[src/design/calc_macros.svh]
`ifndef CALC_MACROS_SVH
`define CALC_MACROS_SVH

// width of one register word
`define CALC_DATA_W 16

// register address width
// low nibble plus one high bit from the knob
`define CALC_ADDR_W 5

// depth of the register file
`define CALC_REGS 32

`endif

[src/design/calcPkg.sv]
`include "calc_macros.svh"

package calcPkg;

	// opcode, taken from the first nibble of a command
	typedef enum logic [2:0] {
		opWriteImm       = 3'd0,
		opReadA          = 3'd1,
		opReadAB         = 3'd2,
		opReadAWriteImm  = 3'd3,
		opReadABWriteImm = 3'd4,
		opAdd            = 3'd5,
		opSub            = 3'd6,
		opShl            = 3'd7
	} calcOp;

	// display record layouts
	typedef enum logic [1:0] {
		modeBlank  = 2'd0,
		modeWrite  = 2'd1,
		modeReadA  = 2'd2,
		modeReadAB = 2'd3
	} dispMode;

	// one fully entered command
	typedef struct packed {
		calcOp                   op;
		logic [`CALC_ADDR_W-1:0] rdAddrA;
		logic [`CALC_ADDR_W-1:0] rdAddrB;
		logic [`CALC_ADDR_W-1:0] wrAddr;
		logic [3:0]              shift;
		logic [`CALC_DATA_W-1:0] imm;
	} calcCmd;

	// which registers to show once a command is done
	typedef struct packed {
		dispMode                 mode;
		logic [`CALC_ADDR_W-1:0] addrA;
		logic [`CALC_ADDR_W-1:0] addrB;
	} dispReq;

endpackage

[src/design/regBusIf.sv]
`timescale 1ns/10ps
`include "calc_macros.svh"

interface regBusIf;

	// access request from a client
	logic                    req;
	logic                    we;
	logic [`CALC_ADDR_W-1:0] addr;
	logic [`CALC_DATA_W-1:0] wdata;

	// grant and read return from the arbiter
	logic                    gnt;
	logic [`CALC_DATA_W-1:0] rdata;
	logic                    rvalid;

	modport client (
		output req, we, addr, wdata,
		input  gnt, rdata, rvalid
	);

	modport arbiter (
		input  req, we, addr, wdata,
		output gnt, rdata, rvalid
	);

endinterface

[src/design/calcTop.sv]
`timescale 1ns/10ps
`include "calc_macros.svh"

module calcTop (
	input  logic                    clk,
	input  logic                    rst,
	input  logic [3:0]              nibble,
	input  logic                    knobA,
	input  logic                    knobB,
	input  logic                    button,
	input  logic                    dispReady,
	output logic                    dispValid,
	output logic [1:0]              dispMode,
	output logic [`CALC_ADDR_W-1:0] dispAddrA,
	output logic [`CALC_ADDR_W-1:0] dispAddrB,
	output logic [`CALC_DATA_W-1:0] dispDataA,
	output logic [`CALC_DATA_W-1:0] dispDataB
);

	import calcPkg::*;

	// entry to executor
	calcCmd cmd;
	logic   cmdValid;
	logic   cmdReady;

	// executor to fetcher
	dispReq req;
	logic   reqValid;
	logic   reqReady;

	// arbiter to RAM
	logic                    ramWe;
	logic [`CALC_ADDR_W-1:0] ramAddr;
	logic [`CALC_DATA_W-1:0] ramWdata;
	logic [`CALC_DATA_W-1:0] ramRdata;

	regBusIf execBus ();
	regBusIf dispBus ();

	knobEntry entry (
		.clk      (clk),
		.rst      (rst),
		.nibble   (nibble),
		.knobA    (knobA),
		.knobB    (knobB),
		.button   (button),
		.cmdValid (cmdValid),
		.cmdReady (cmdReady),
		.cmd      (cmd)
	);

	opExecutor exec (
		.clk      (clk),
		.rst      (rst),
		.cmdValid (cmdValid),
		.cmdReady (cmdReady),
		.cmd      (cmd),
		.bus      (execBus.client),
		.reqValid (reqValid),
		.reqReady (reqReady),
		.req      (req)
	);

	displayFetcher fetch (
		.clk       (clk),
		.rst       (rst),
		.reqValid  (reqValid),
		.reqReady  (reqReady),
		.req       (req),
		.bus       (dispBus.client),
		.dispValid (dispValid),
		.dispReady (dispReady),
		.dispMode  (dispMode),
		.dispAddrA (dispAddrA),
		.dispAddrB (dispAddrB),
		.dispDataA (dispDataA),
		.dispDataB (dispDataB)
	);

	regBusArbiter arb (
		.clk     (clk),
		.rst     (rst),
		.execBus (execBus.arbiter),
		.dispBus (dispBus.arbiter),
		.we      (ramWe),
		.addr    (ramAddr),
		.wdata   (ramWdata),
		.rdata   (ramRdata)
	);

	regFile regs (
		.clk   (clk),
		.rst   (rst),
		.we    (ramWe),
		.addr  (ramAddr),
		.wdata (ramWdata),
		.rdata (ramRdata)
	);

endmodule

[src/design/displayFetcher.sv]
`timescale 1ns/10ps
`include "calc_macros.svh"

module displayFetcher (
	input  logic                    clk,
	input  logic                    rst,
	input  logic                    reqValid,
	output logic                    reqReady,
	input  calcPkg::dispReq         req,
	regBusIf.client                 bus,
	output logic                    dispValid,
	input  logic                    dispReady,
	output calcPkg::dispMode        dispMode,
	output logic [`CALC_ADDR_W-1:0] dispAddrA,
	output logic [`CALC_ADDR_W-1:0] dispAddrB,
	output logic [`CALC_DATA_W-1:0] dispDataA,
	output logic [`CALC_DATA_W-1:0] dispDataB
);

	import calcPkg::*;

	typedef enum logic [2:0] {
		fIdle,
		fReadA,
		fWaitA,
		fReadB,
		fWaitB,
		fHold
	} fetchState;

	fetchState state;

	//////////////////////////////
	// fetch FSM
	//////////////////////////////

	// B read follows A right after its grant, nothing slips between
	always_ff @(posedge clk) begin
		if (rst) begin
			state <= fIdle;
		end else begin
			case (state)
				fIdle: begin
					if (reqValid) begin
						state <= fReadA;
					end
				end
				fReadA: begin
					if (bus.gnt) begin
						state <= (dispMode == modeReadAB) ? fReadB : fWaitA;
					end
				end
				fWaitA: begin
					if (bus.rvalid) begin
						state <= fHold;
					end
				end
				fReadB: begin
					if (bus.gnt) begin
						state <= fWaitB;
					end
				end
				fWaitB: begin
					if (bus.rvalid) begin
						state <= fHold;
					end
				end
				fHold: begin
					if (dispReady) begin
						state <= fIdle;
					end
				end
				default: state <= fIdle;
			endcase
		end
	end

	// display record
	// A data lands in fWaitA or the first fReadB cycle
	always_ff @(posedge clk) begin
		if (state == fIdle && reqValid) begin
			dispMode  <= req.mode;
			dispAddrA <= req.addrA;
			dispAddrB <= (req.mode == modeReadAB) ? req.addrB : '0;
			dispDataB <= '0;
		end
		if (bus.rvalid) begin
			if (state == fWaitB) begin
				dispDataB <= bus.rdata;
			end else begin
				dispDataA <= bus.rdata;
			end
		end
	end

	assign reqReady  = (state == fIdle);
	assign dispValid = (state == fHold);

	// reads only
	assign bus.req   = (state == fReadA) || (state == fReadB);
	assign bus.we    = 1'b0;
	assign bus.addr  = (state == fReadB) ? dispAddrB : dispAddrA;
	assign bus.wdata = '0;

	// record frozen while the sink stalls
	assert property (@(posedge clk) disable iff (rst)
		dispValid && !dispReady |=> dispValid
			&& $stable({dispMode, dispAddrA, dispAddrB, dispDataA, dispDataB}));

endmodule

[src/design/knobEntry.sv]
`timescale 1ns/10ps
`include "calc_macros.svh"

module knobEntry (
	input  logic           clk,
	input  logic           rst,
	input  logic [3:0]     nibble,
	input  logic           knobA,
	input  logic           knobB,
	input  logic           button,
	output logic           cmdValid,
	input  logic           cmdReady,
	output calcPkg::calcCmd cmd
);

	import calcPkg::*;

	// position that no nibble index can reach, even plus three
	localparam logic [4:0] NONE = 5'd24;

	logic [1:0] syncA;
	logic [1:0] syncB;
	logic       armed;
	logic       detent;
	logic [4:0] cnt;
	logic [4:0] idx;
	logic [4:0] total;
	logic [4:0] posA;
	logic [4:0] posB;
	logic [4:0] posSh;
	logic [4:0] posW;
	logic [4:0] posI;

	// nibbles after the opcode, per opcode
	function automatic logic [4:0] fieldCount(calcOp op);
		case (op)
			opWriteImm:       return 5'd6;
			opReadA:          return 5'd2;
			opReadAB:         return 5'd4;
			opReadAWriteImm:  return 5'd8;
			opReadABWriteImm: return 5'd10;
			opShl:            return 5'd5;
			default:          return 5'd6;
		endcase
	endfunction

	//////////////////////////////
	// knob sync and detent
	//////////////////////////////

	// two flops per phase, then rearm on both low
	always_ff @(posedge clk) begin
		if (rst) begin
			syncA <= '0;
			syncB <= '0;
			armed <= 1'b0;
		end else begin
			syncA <= {syncA[0], knobA};
			syncB <= {syncB[0], knobB};
			if (!syncA[1] && !syncB[1]) begin
				armed <= 1'b1;
			end else if (detent) begin
				armed <= 1'b0;
			end
		end
	end

	// both phases high after a low pair
	assign detent = armed && syncA[1] && syncB[1];

	//////////////////////////////
	// field steering
	//////////////////////////////

	// cnt 0 waits for the opcode, cnt n takes field nibble n-1
	assign idx   = cnt - 5'd1;
	assign total = fieldCount(cmd.op);

	// start of each field in the nibble stream
	always_comb begin
		posA  = NONE;
		posB  = NONE;
		posSh = NONE;
		posW  = NONE;
		posI  = NONE;
		case (cmd.op)
			opWriteImm: begin
				posW = 5'd0;
				posI = 5'd2;
			end
			opReadA: begin
				posA = 5'd0;
			end
			opReadAB: begin
				posA = 5'd0;
				posB = 5'd2;
			end
			opReadAWriteImm: begin
				posA = 5'd0;
				posW = 5'd2;
				posI = 5'd4;
			end
			opReadABWriteImm: begin
				posA = 5'd0;
				posB = 5'd2;
				posW = 5'd4;
				posI = 5'd6;
			end
			opShl: begin
				posA  = 5'd0;
				posSh = 5'd2;
				posW  = 5'd3;
			end
			// add and subtract
			default: begin
				posA = 5'd0;
				posB = 5'd2;
				posW = 5'd4;
			end
		endcase
	end

	always_ff @(posedge clk) begin
		if (rst) begin
			cnt      <= '0;
			cmdValid <= 1'b0;
			cmd      <= '0;
		end else if (cmdValid) begin
			// hold until the executor takes it, turns are lost
			if (cmdReady) begin
				cmdValid <= 1'b0;
			end
		end else if (button) begin
			// abandon the partial entry
			cnt <= '0;
			cmd <= '0;
		end else if (detent) begin
			if (cnt == 5'd0) begin
				cmd    <= '0;
				cmd.op <= calcOp'(nibble[2:0]);
				cnt    <= 5'd1;
			end else begin
				// addresses: low nibble, then bit 0 as the high bit
				if (idx == posA) begin
					cmd.rdAddrA[3:0] <= nibble;
				end
				if (idx == posA + 5'd1) begin
					cmd.rdAddrA[`CALC_ADDR_W-1] <= nibble[0];
				end
				if (idx == posB) begin
					cmd.rdAddrB[3:0] <= nibble;
				end
				if (idx == posB + 5'd1) begin
					cmd.rdAddrB[`CALC_ADDR_W-1] <= nibble[0];
				end
				if (idx == posW) begin
					cmd.wrAddr[3:0] <= nibble;
				end
				if (idx == posW + 5'd1) begin
					cmd.wrAddr[`CALC_ADDR_W-1] <= nibble[0];
				end
				if (idx == posSh) begin
					cmd.shift <= nibble;
				end
				// immediate, least significant nibble first
				if (idx == posI) begin
					cmd.imm[3:0] <= nibble;
				end
				if (idx == posI + 5'd1) begin
					cmd.imm[7:4] <= nibble;
				end
				if (idx == posI + 5'd2) begin
					cmd.imm[11:8] <= nibble;
				end
				if (idx == posI + 5'd3) begin
					cmd.imm[15:12] <= nibble;
				end
				if (idx == total - 5'd1) begin
					cnt      <= '0;
					cmdValid <= 1'b1;
				end else begin
					cnt <= cnt + 5'd1;
				end
			end
		end
	end

	// command steady until the executor accepts it
	assert property (@(posedge clk) disable iff (rst)
		cmdValid && !cmdReady |=> cmdValid && $stable(cmd));

	// counter stays within the opcode's fields
	assert property (@(posedge clk) disable iff (rst)
		cnt <= total);

endmodule

[src/design/opExecutor.sv]
`timescale 1ns/10ps
`include "calc_macros.svh"

module opExecutor (
	input  logic            clk,
	input  logic            rst,
	input  logic            cmdValid,
	output logic            cmdReady,
	input  calcPkg::calcCmd cmd,
	regBusIf.client         bus,
	output logic            reqValid,
	input  logic            reqReady,
	output calcPkg::dispReq req
);

	import calcPkg::*;

	typedef enum logic [2:0] {
		sIdle,
		sReadA,
		sWaitA,
		sReadB,
		sWaitB,
		sWrite,
		sRequest
	} execState;

	execState                state;
	calcCmd                  cmdR;
	logic [`CALC_DATA_W-1:0] opA;
	logic [`CALC_DATA_W-1:0] opB;
	logic [`CALC_DATA_W-1:0] result;

	// alu wraps modulo 2^16
	always_comb begin
		case (cmdR.op)
			opAdd:   result = opA + opB;
			opSub:   result = opA - opB;
			opShl:   result = opA << cmdR.shift;
			default: result = cmdR.imm;
		endcase
	end

	//////////////////////////////
	// command FSM
	//////////////////////////////

	always_ff @(posedge clk) begin
		if (rst) begin
			state <= sIdle;
		end else begin
			case (state)
				sIdle: begin
					if (cmdValid) begin
						case (cmd.op)
							opAdd, opSub, opShl: state <= sReadA;
							// nothing to do but show
							opReadA, opReadAB:   state <= sRequest;
							default:             state <= sWrite;
						endcase
					end
				end
				sReadA: begin
					if (bus.gnt) begin
						state <= sWaitA;
					end
				end
				sWaitA: begin
					if (bus.rvalid) begin
						state <= (cmdR.op == opShl) ? sWrite : sReadB;
					end
				end
				sReadB: begin
					if (bus.gnt) begin
						state <= sWaitB;
					end
				end
				sWaitB: begin
					if (bus.rvalid) begin
						state <= sWrite;
					end
				end
				sWrite: begin
					if (bus.gnt) begin
						state <= sRequest;
					end
				end
				sRequest: begin
					if (reqReady) begin
						state <= sIdle;
					end
				end
				default: state <= sIdle;
			endcase
		end
	end

	// latched command and operands
	always_ff @(posedge clk) begin
		if (state == sIdle && cmdValid) begin
			cmdR <= cmd;
		end
		if (state == sWaitA && bus.rvalid) begin
			opA <= bus.rdata;
		end
		if (state == sWaitB && bus.rvalid) begin
			opB <= bus.rdata;
		end
	end

	assign cmdReady = (state == sIdle);
	assign reqValid = (state == sRequest);

	// bus side
	assign bus.req   = (state == sReadA) || (state == sReadB) || (state == sWrite);
	assign bus.we    = (state == sWrite);
	assign bus.wdata = result;

	always_comb begin
		case (state)
			sReadB:  bus.addr = cmdR.rdAddrB;
			sWrite:  bus.addr = cmdR.wrAddr;
			default: bus.addr = cmdR.rdAddrA;
		endcase
	end

	// display request from the opcode
	always_comb begin
		req.addrA = cmdR.rdAddrA;
		req.addrB = '0;
		case (cmdR.op)
			opReadA, opReadAWriteImm: begin
				req.mode = modeReadA;
			end
			opReadAB, opReadABWriteImm: begin
				req.mode  = modeReadAB;
				req.addrB = cmdR.rdAddrB;
			end
			default: begin
				req.mode  = modeWrite;
				req.addrA = cmdR.wrAddr;
			end
		endcase
	end

	// no register access while the display request waits
	assert property (@(posedge clk) disable iff (rst)
		reqValid |-> !bus.req);

endmodule

[src/design/regBusArbiter.sv]
`timescale 1ns/10ps
`include "calc_macros.svh"

module regBusArbiter (
	input  logic                    clk,
	input  logic                    rst,
	regBusIf.arbiter                execBus,
	regBusIf.arbiter                dispBus,
	output logic                    we,
	output logic [`CALC_ADDR_W-1:0] addr,
	output logic [`CALC_DATA_W-1:0] wdata,
	input  logic [`CALC_DATA_W-1:0] rdata
);

	logic rdPending;
	logic rdOwnerDisp;

	// fixed priority, display fetcher first
	assign dispBus.gnt = dispBus.req;
	assign execBus.gnt = execBus.req && !dispBus.req;

	// forward the granted access to the RAM
	always_comb begin
		if (dispBus.req) begin
			we    = dispBus.we;
			addr  = dispBus.addr;
			wdata = dispBus.wdata;
		end else if (execBus.req) begin
			we    = execBus.we;
			addr  = execBus.addr;
			wdata = execBus.wdata;
		end else begin
			we    = 1'b0;
			addr  = execBus.addr;
			wdata = execBus.wdata;
		end
	end

	// owner of the read in flight
	always_ff @(posedge clk) begin
		if (rst) begin
			rdPending   <= 1'b0;
			rdOwnerDisp <= 1'b0;
		end else begin
			rdPending   <= (dispBus.gnt && !dispBus.we) || (execBus.gnt && !execBus.we);
			rdOwnerDisp <= dispBus.gnt;
		end
	end

	// return path, data shared, valid only to the owner
	assign dispBus.rvalid = rdPending && rdOwnerDisp;
	assign execBus.rvalid = rdPending && !rdOwnerDisp;
	assign dispBus.rdata  = rdata;
	assign execBus.rdata  = rdata;

	assert property (@(posedge clk) disable iff (rst)
		!(dispBus.gnt && execBus.gnt));

endmodule

[src/design/regFile.sv]
`timescale 1ns/10ps
`include "calc_macros.svh"

module regFile (
	input  logic                    clk,
	input  logic                    rst,
	input  logic                    we,
	input  logic [`CALC_ADDR_W-1:0] addr,
	input  logic [`CALC_DATA_W-1:0] wdata,
	output logic [`CALC_DATA_W-1:0] rdata
);

	logic [`CALC_DATA_W-1:0] regs [`CALC_REGS];

	// one access per cycle, all registers zero after reset
	always_ff @(posedge clk) begin
		if (rst) begin
			for (int i = 0; i < `CALC_REGS; i++) begin
				regs[i] <= '0;
			end
		end else if (we) begin
			regs[addr] <= wdata;
		end
	end

	// read data one cycle after the access
	always_ff @(posedge clk) begin
		rdata <= regs[addr];
	end

endmodule

[config.mk]
export PLATFORM = sky130hd
export DESIGN_NAME = calcTop
export DESIGN_NICKNAME = d
export VERILOG_FILES = /design/src/design/calcPkg.sv /design/src/design/regBusIf.sv /design/src/design/calcTop.sv /design/src/design/displayFetcher.sv /design/src/design/knobEntry.sv /design/src/design/opExecutor.sv /design/src/design/regBusArbiter.sv /design/src/design/regFile.sv
export VERILOG_INCLUDE_DIRS = /design/src /design/src/design
export SDC_FILE = /design/constraint.sdc
export NUM_CORES = 1
export LEC_CHECK = 0
export BUFFER_PORTS_ARGS = -buffer_cell sky130_fd_sc_hd__buf_2
export CAP_MARGIN = 20
export CORE_MARGIN = 5
export CORE_UTILIZATION = 35
export CTS_BUF_LIST = sky130_fd_sc_hd__clkbuf_2
export CTS_CLUSTER_DIAMETER = 80
export DETAILED_ROUTE_END_ITERATION = 16
export HOLD_SLACK_MARGIN = 0.15
export PLACE_DENSITY = 0.61
export RECOVER_POWER = 100
export SYNTH_ARGS = -nofsm -noshare
export SYNTH_HDL_FRONTEND = slang
export SYNTH_SLANG_ARGS = --single-unit
export TNS_END_PERCENT = 50
[constraint.sdc]
create_clock -name clk -period 5.75 [get_ports clk]
set_input_delay 0.8625 -clock clk [delete_from_list [all_inputs] [get_ports clk]]
set_output_delay 0.8625 -clock clk [all_outputs]
set_load 0.05 [all_outputs]
* Word level (Yosys, flattened, before mapping) *
Memory sizes are Yosys's and may differ from the RTL's. A register that Yosys moved wholly into a read port is not among the register bits.
Cells that the tools add are included.
W data, S select, Z words.

word-level totals
  register bits = 171
  memory bits (writable) = 512
  input port bits = 10
  memories = 1

memories
  name       words  bits a word  rd ports  clocked after Yosys merged registers in  wr ports  line           source
  regs.regs  32     16           1         1                                        32        regFile.sv:13  logic [`CALC_DATA_W-1:0] regs [`CALC_REGS];

operators by class
  bitwise gates (word level) = 2
  add/sub/neg operators = 11
  equality and inequality tests = 51
  shift-type cells = 1
  muxes and demuxes = 70
  reductions and logical operators = 63

operator list
  kind                   count
  $mux W16               5
  $mux W38               2
  $eq A5 B5 Y1           12
  $mux W5                11
  $pmux W16 S3           1
  $mux W3                14
  $eq A3 B3 Y1 const B   13
  $reduce_and A3 Y1      12
  $mux W35               1
  $reduce_bool A3 Y1     11
  $mux W4                8
  $add A5 B1 Y5 const B  5
  $eq A3 B2 Y1 const B   8
  $pmux W3 S7            1
  $mux W1                20
  $pmux W4 S5            1
  $pmux W5 S4            1
  $ne A2 B1 Y1 const B   9
  $add A16 B16 Y16       1
  $reduce_or A16 Y1      1
  $shl A16 B4 Y16        1
  $sub A16 B16 Y16       1
  $pmux W3 S5            1
  $pmux W5 S3            1
  other kinds (22)       57

* Longest topological paths before layout *
  depth after elaboration = 10
  gate-level depth with buffers = 16
  depth with buffers taken out = 15

* Hierarchy *
Synthesis repeated with hierarchy kept, for this count alone.

unflattened totals
  cells, all modules = 2,611
  area, all modules = 33,664.8 um2

by module, submodules not included
  module          instances  cells an instance  area an instance (um2)
  regFile         1          1,715              24,005.5
  opExecutor      1          423                4,675.7
  knobEntry       1          283                2,478.6
  displayFetcher  1          123                1,826.8
  regBusArbiter   1          67                 678.2

* Least setup slack after synthesis *
OpenSTA, ideal clock, no wires.

  path kind = register -> register
  from = register exec.state[0]
  to = register exec.cmdR[0] (netlist bit) (enable)
  arrival = 4.694 ns
  period minus slack after synthesis = 5.235 ns
  cell stages (with the launch flop) = 4
  data required time = 5.208 ns
  slack = 0.515 ns
  cell sequence = dfxtp_1 -> buf_2 -> buf_1 -> nor4b_1

between the ends
  word-level cells in the longest chain between the ends = 2

ends and longest elaborated chain
  item                      line               source
  start: declaration        opExecutor.sv:28   execState state;
  start signal: assignment  opExecutor.sv:50   state <= sIdle;
  start signal: assignment  opExecutor.sv:56   opAdd, opSub, opShl: state <= sReadA;
  start signal: assignment  opExecutor.sv:58   opReadA, opReadAB: state <= sRequest;
  $logic_not A3 Y1          opExecutor.sv:100  if (state == sIdle && cmdValid) begin
  $logic_and A1 B1 Y1       opExecutor.sv:100
  end signal: assignment    opExecutor.sv:101  cmdR <= cmd;
  end: declaration          opExecutor.sv:29   calcCmd cmdR;

No other way between the ends.
A chain may end at the register's enable or synchronous reset.

* Final worst setup path *
  from = register exec.state[2]
  to = register regs.rdata[3] (read register of regs.regs)

between the ends
  word-level cells in the longest chain between the ends = 3

ends and longest elaborated chain
  item                                          line                 source
  $eq A3 B3 Y1 or $eq A3 B2 Y1 (tied branches)  opExecutor.sv:120    case (state)
  $pmux W5 S2 (*)                               opExecutor.sv:120
  $mux W5 (*)                                   regBusArbiter.sv:24  if (dispBus.req) begin
  end: declaration                              regFile.sv:10        output logic [`CALC_DATA_W-1:0] rdata

Mark *: on every way between the ends. The rest lies on a longest branch, timed or not.

==> impl_results.md <==
- LEAKAGE: between 10 and 15 nW
- Seq. cell area: between 20000 and 25000 um2
- CP Depth: 8
- Yosys warning count: 0
- DRC: 0
- Antenna viol nets, final: 0
- Final non-filler cell total: about 4500
- Largest stage delay, worst path: roughly 1.2 ns
- Final setup TNS: 0 ns
- Max rail drop VDD: 0.0002406 V
- Top Ports: 55
- Max-Cap Viols: 7
- Initial Utilization: between 30% and 40%
- Total Power: 14.54 mW
- Final slew viol count: around 210
- Clock latency reported for the late side of the worst-skew pair: approximately 1.4 ns
- Via Count: 25060
- Die height: roughly 320 um
- Inserted Clock Buffers: ~180
- Cell breakdown of the critical path: clkinv_1 > o32a_2 > a31oi_1 > clkbuf_2 > a21oi_1 > a221oi_1 > a31oi_1 > nand4_1
- DIE AREA: roughly 100000 um2
- Initial antenna violation count: 2
- Final wirelength: just over 100000 um
- Number of flops mapped to enable cells by yosys: 610
- Critical Path Source Type: flip-flop
- Most used cell, CP: a31oi_1
- Buffer and inverter count on the worst path: 2
- Slew HR: -159.7%
- Number of fill cells in the layout: ~9200
- Primary FF master, synth: edfxtp_1
- Clock root cell: clkbuf_2
- Synth top area cells: edfxtp_1 56%, nor2_1 6.5%, dfxtp_1 5.5%, nand2_1 4.4%, a21oi_1 2.5%
- Hold Path Depth: 0
- Hold Vio Cnt, Final: 0
- CORE AREA: about 93000 um2
- Post-Synthesis Cell Area: between 30000 and 40000 um2
- Worst-Margin Slew: around 3.9 ns
- Post-synth ARST share: 0%
- Yosys top cell area share: ~56%
- First-pass GRT wire length: 150700 um
- Final worst setup slack: 0.5728 ns
- Critical-path top delay cell: a31oi_1
- Largest area contributor in the netlist: edfxtp_1
- Met2 usage: 30.97%
- # resized after CTS: 0
- Placed Instance Area: 34220 um2
- Grt met1 use: a little over a quarter
- Vias in the first global route: 23490
- Min cycle time layout: approximately 5.2 ns
- Clock Sink Count: 699
- Area grow syn2layout: 9.419%
- Fin crit share: about nine tenths
- Final instance area: between 30000 and 40000 um2
- Mapped Cells: 3049
- Max Clock Freq: around 190 MHz
- Pwr Density: a little over 400 nW/um2
- Number of vias per cell: between 5 and 6
- GRT Overall Usage: 19.88%
- Failing checks: capacitance limit, slew limit
- FF-to-FF path depth: 8
- Yosys reg bits: around 700
- Clk slew on worst S/H paths: ~0.10 ns
- CP max FO: 37
- Multi-input gate area: 11380 um2
- Hpwl dp: roughly 63000 um
- Outcome: complete, but fails checks
- Setup Viol. Count Final: 0
- Clock skew: roughly 0.11 ns
- Global routing's busiest layer: met2
- FF-to-FF Start: exec.state[2]$_SDFFE_PP0P_
- Total grt overflow: 0
- Buffers on Ports: 54
- DR WL/cell: between 20 and 25 um
- Top delay family on crit path: compound AO/OA/AOI/OAI gates
- Reg2Reg Setup Slack: between 0.5 and 0.6 ns
- Placed insts: roughly 4200
- Critical path required time: slightly above 7 ns
- Pre-CTS WS: between 1 and 1.5 ns
- Worst r2r dst: regs.rdata[3]$_DFF_P_
- Crit. End Element: flip-flop
- Synthesized area per cell: 10.72 um2
- Yosys cell types: between 70 and 80
- Initial DRC Count: approximately 3300
- Critical path arrival: roughly 6.5 ns
- CTS tree: yes
- RSZ-0062 raised after global routing: false
- Gpl congestion: around 0.9
- Layout cell share with drive strength beyond 1: roughly an eighth
- Num rows: roughly 110
- Largest net degree at the start of global routing: 86
- Crit path kind: reg2reg
- Sequential cell area fraction in the yosys report: roughly three fifths
- WHS Endpoint: exec.cmdR[32]$_DFFE_PP_
- Chip width: between 300 and 400 um
- DRT Pass-1 Iters: 8
- Syn_nets: 3081
- Min-Delay Startpoint: entry.cmd[32]$_SDFFE_PP0P_
- Layout Nets: about 3100
- GR Util met3: under 10%
- Hold crit path type: reg2reg
- Clk buf depth: 3
- H-tree depth: 4
## worst reg2reg max path: cells and delay by family, from the launching register on
kind	cells	cell delay, ns
compound gates	5	3.01
buf+inv	2	1.20
flops	1	0.69
simple gates	1	0.18
## synth_stat cells (all sizes together) (5+ instances only)
master   number
a211oi       22
a21oi       166
a221oi       28
a222oi       33
a22o         17
a22oi        40
a31oi        25
a32oi        55
and2          7
and3         36
buf          99
clkbuf      169
dfxtp        89
edfxtp      610
ha           21
inv          45
mux2         24
mux2i        53
mux4          6
nand2       403
nand2b       45
nand3       110
nand3b       10
nand4        49
nor2        565
nor2b        18
nor3         54
nor3b         6
nor4          7
nor4b         5
o2111ai      30
o21a         11
o21ai        61
o221ai        7
o22ai         5
or2          25
or3           8
or4           5
xnor2        26
xor2          8
## report_power, final
part           internal, mW  switching, mW
combinational          1.21           3.79
clock                  1.38           2.11
sequential             5.80          0.263
total                  8.38           6.16
## state kept, by name, summed over array words and instances (netlist names), 3 cells and up
signal,flops
exec.opA,16
entry.cnt,5
entry.cmd,38
exec.opB,16
fetch.dispAddrB,5
exec.state,3
fetch.dispDataB,16
fetch.state,3
fetch.dispDataA,16
regs.rdata,16
regs.regs,512
fetch.dispAddrA,5
exec.cmdR,38
## layout make-up
type | instances | area share (%)
sequential | 699 | 56.19
multi-input combinational | 2036 | 31.82
tap | 1254 | 4.386
clock buffer | 263 | 3.680
timing repair buffer | 137 | 2.487
clock inverter | 56 | 0.9479
inverter | 46 | 0.4827
antenna | 1 | 0.006996
## worst max path at each step
stage | startpoint | end
finish | exec.state[2]$_SDFFE_PP0P_ | regs.rdata[3]$_DFF_P_
global route | exec.cmdR[36]$_DFFE_PP_ | regs.regs[24][12]$_SDFFCE_PN0P_
CTS | exec.state[2]$_SDFFE_PP0P_ | regs.regs[4][8]$_SDFFCE_PN0P_
detailed placement | exec.state[2]$_SDFFE_PP0P_ | regs.regs[4][7]$_SDFFCE_PN0P_
global placement | exec.state[2]$_SDFFE_PP0P_ | regs.regs[4][2]$_SDFFCE_PN0P_
floorplan | exec.state[0]$_SDFFE_PP0P_ | exec.cmdR[0]$_DFFE_PP_
## cells by family (layout without fill, tap and decap cells)
logic type / count (synthesis) / after routing / share of synthesized area, %
flip-flops: 699 / 699 / 61.48
buffers and inverters: 314 / 502 / 3.942
AND/OR/NAND/NOR: 1357 / 1357 / 18.34
multiplexers: 83 / 83 / 2.863
adder cells (fa/ha/maj): 22 / 22 / 0.8650
AO/OA/AOI/OAI: 540 / 540 / 11.60
other: 0 / 1 / 0
XOR/XNOR: 34 / 34 / 0.9109
## layout by cell type (no fill, tap or decap), types with 21 or more instances in the layout
| master | n |
|---|---|
| a31oi_1 | 25 |
| ha_1 | 21 |
| a32oi_1 | 55 |
| o2111ai_1 | 30 |
| mux2i_1 | 53 |
| a21oi_1 | 164 |
| clkinv_1 | 36 |
| dfxtp_1 | 89 |
| nand3_1 | 109 |
| inv_1 | 44 |
| nand2_1 | 399 |
| buf_4 | 40 |
| or2_2 | 24 |
| clkbuf_1 | 61 |
| a222oi_1 | 33 |
| and3_1 | 36 |
| nand4_1 | 49 |
| o21ai_0 | 56 |
| a211oi_1 | 21 |
| nand2b_1 | 44 |
| nor2_1 | 564 |
| nor3_1 | 49 |
| a221oi_1 | 28 |
| a22oi_1 | 40 |
| xnor2_1 | 26 |
| clkbuf_2 | 269 |
| edfxtp_1 | 610 |
## stage by stage
stage / hold WS [ns] / utilization, %
2_1_floorplan: 0.4064 / -
3_3_place_gp: 0.4120 / 36.77
3_5_place_dp: 0.4143 / 36.77
4_1_cts: 0.1568 / 38.71
5_1_grt: 0.2774 / 38.44
6_report: 0.3515 / 38.44
## routing by layer
metal,up-vias,wire [um]
met2,1243,46580
met1,12290,41680
li1,11310,-
met3,219,9110
met5,-,14
met4,2,4408
## timing repair
action,in CTS,in global routing
hold buffers,15,0
setup buffers,0,0
setup endpoints to repair,0,0
hold endpoints to repair,43,0
Note: power is estimated with default switching activity, not from simulation.
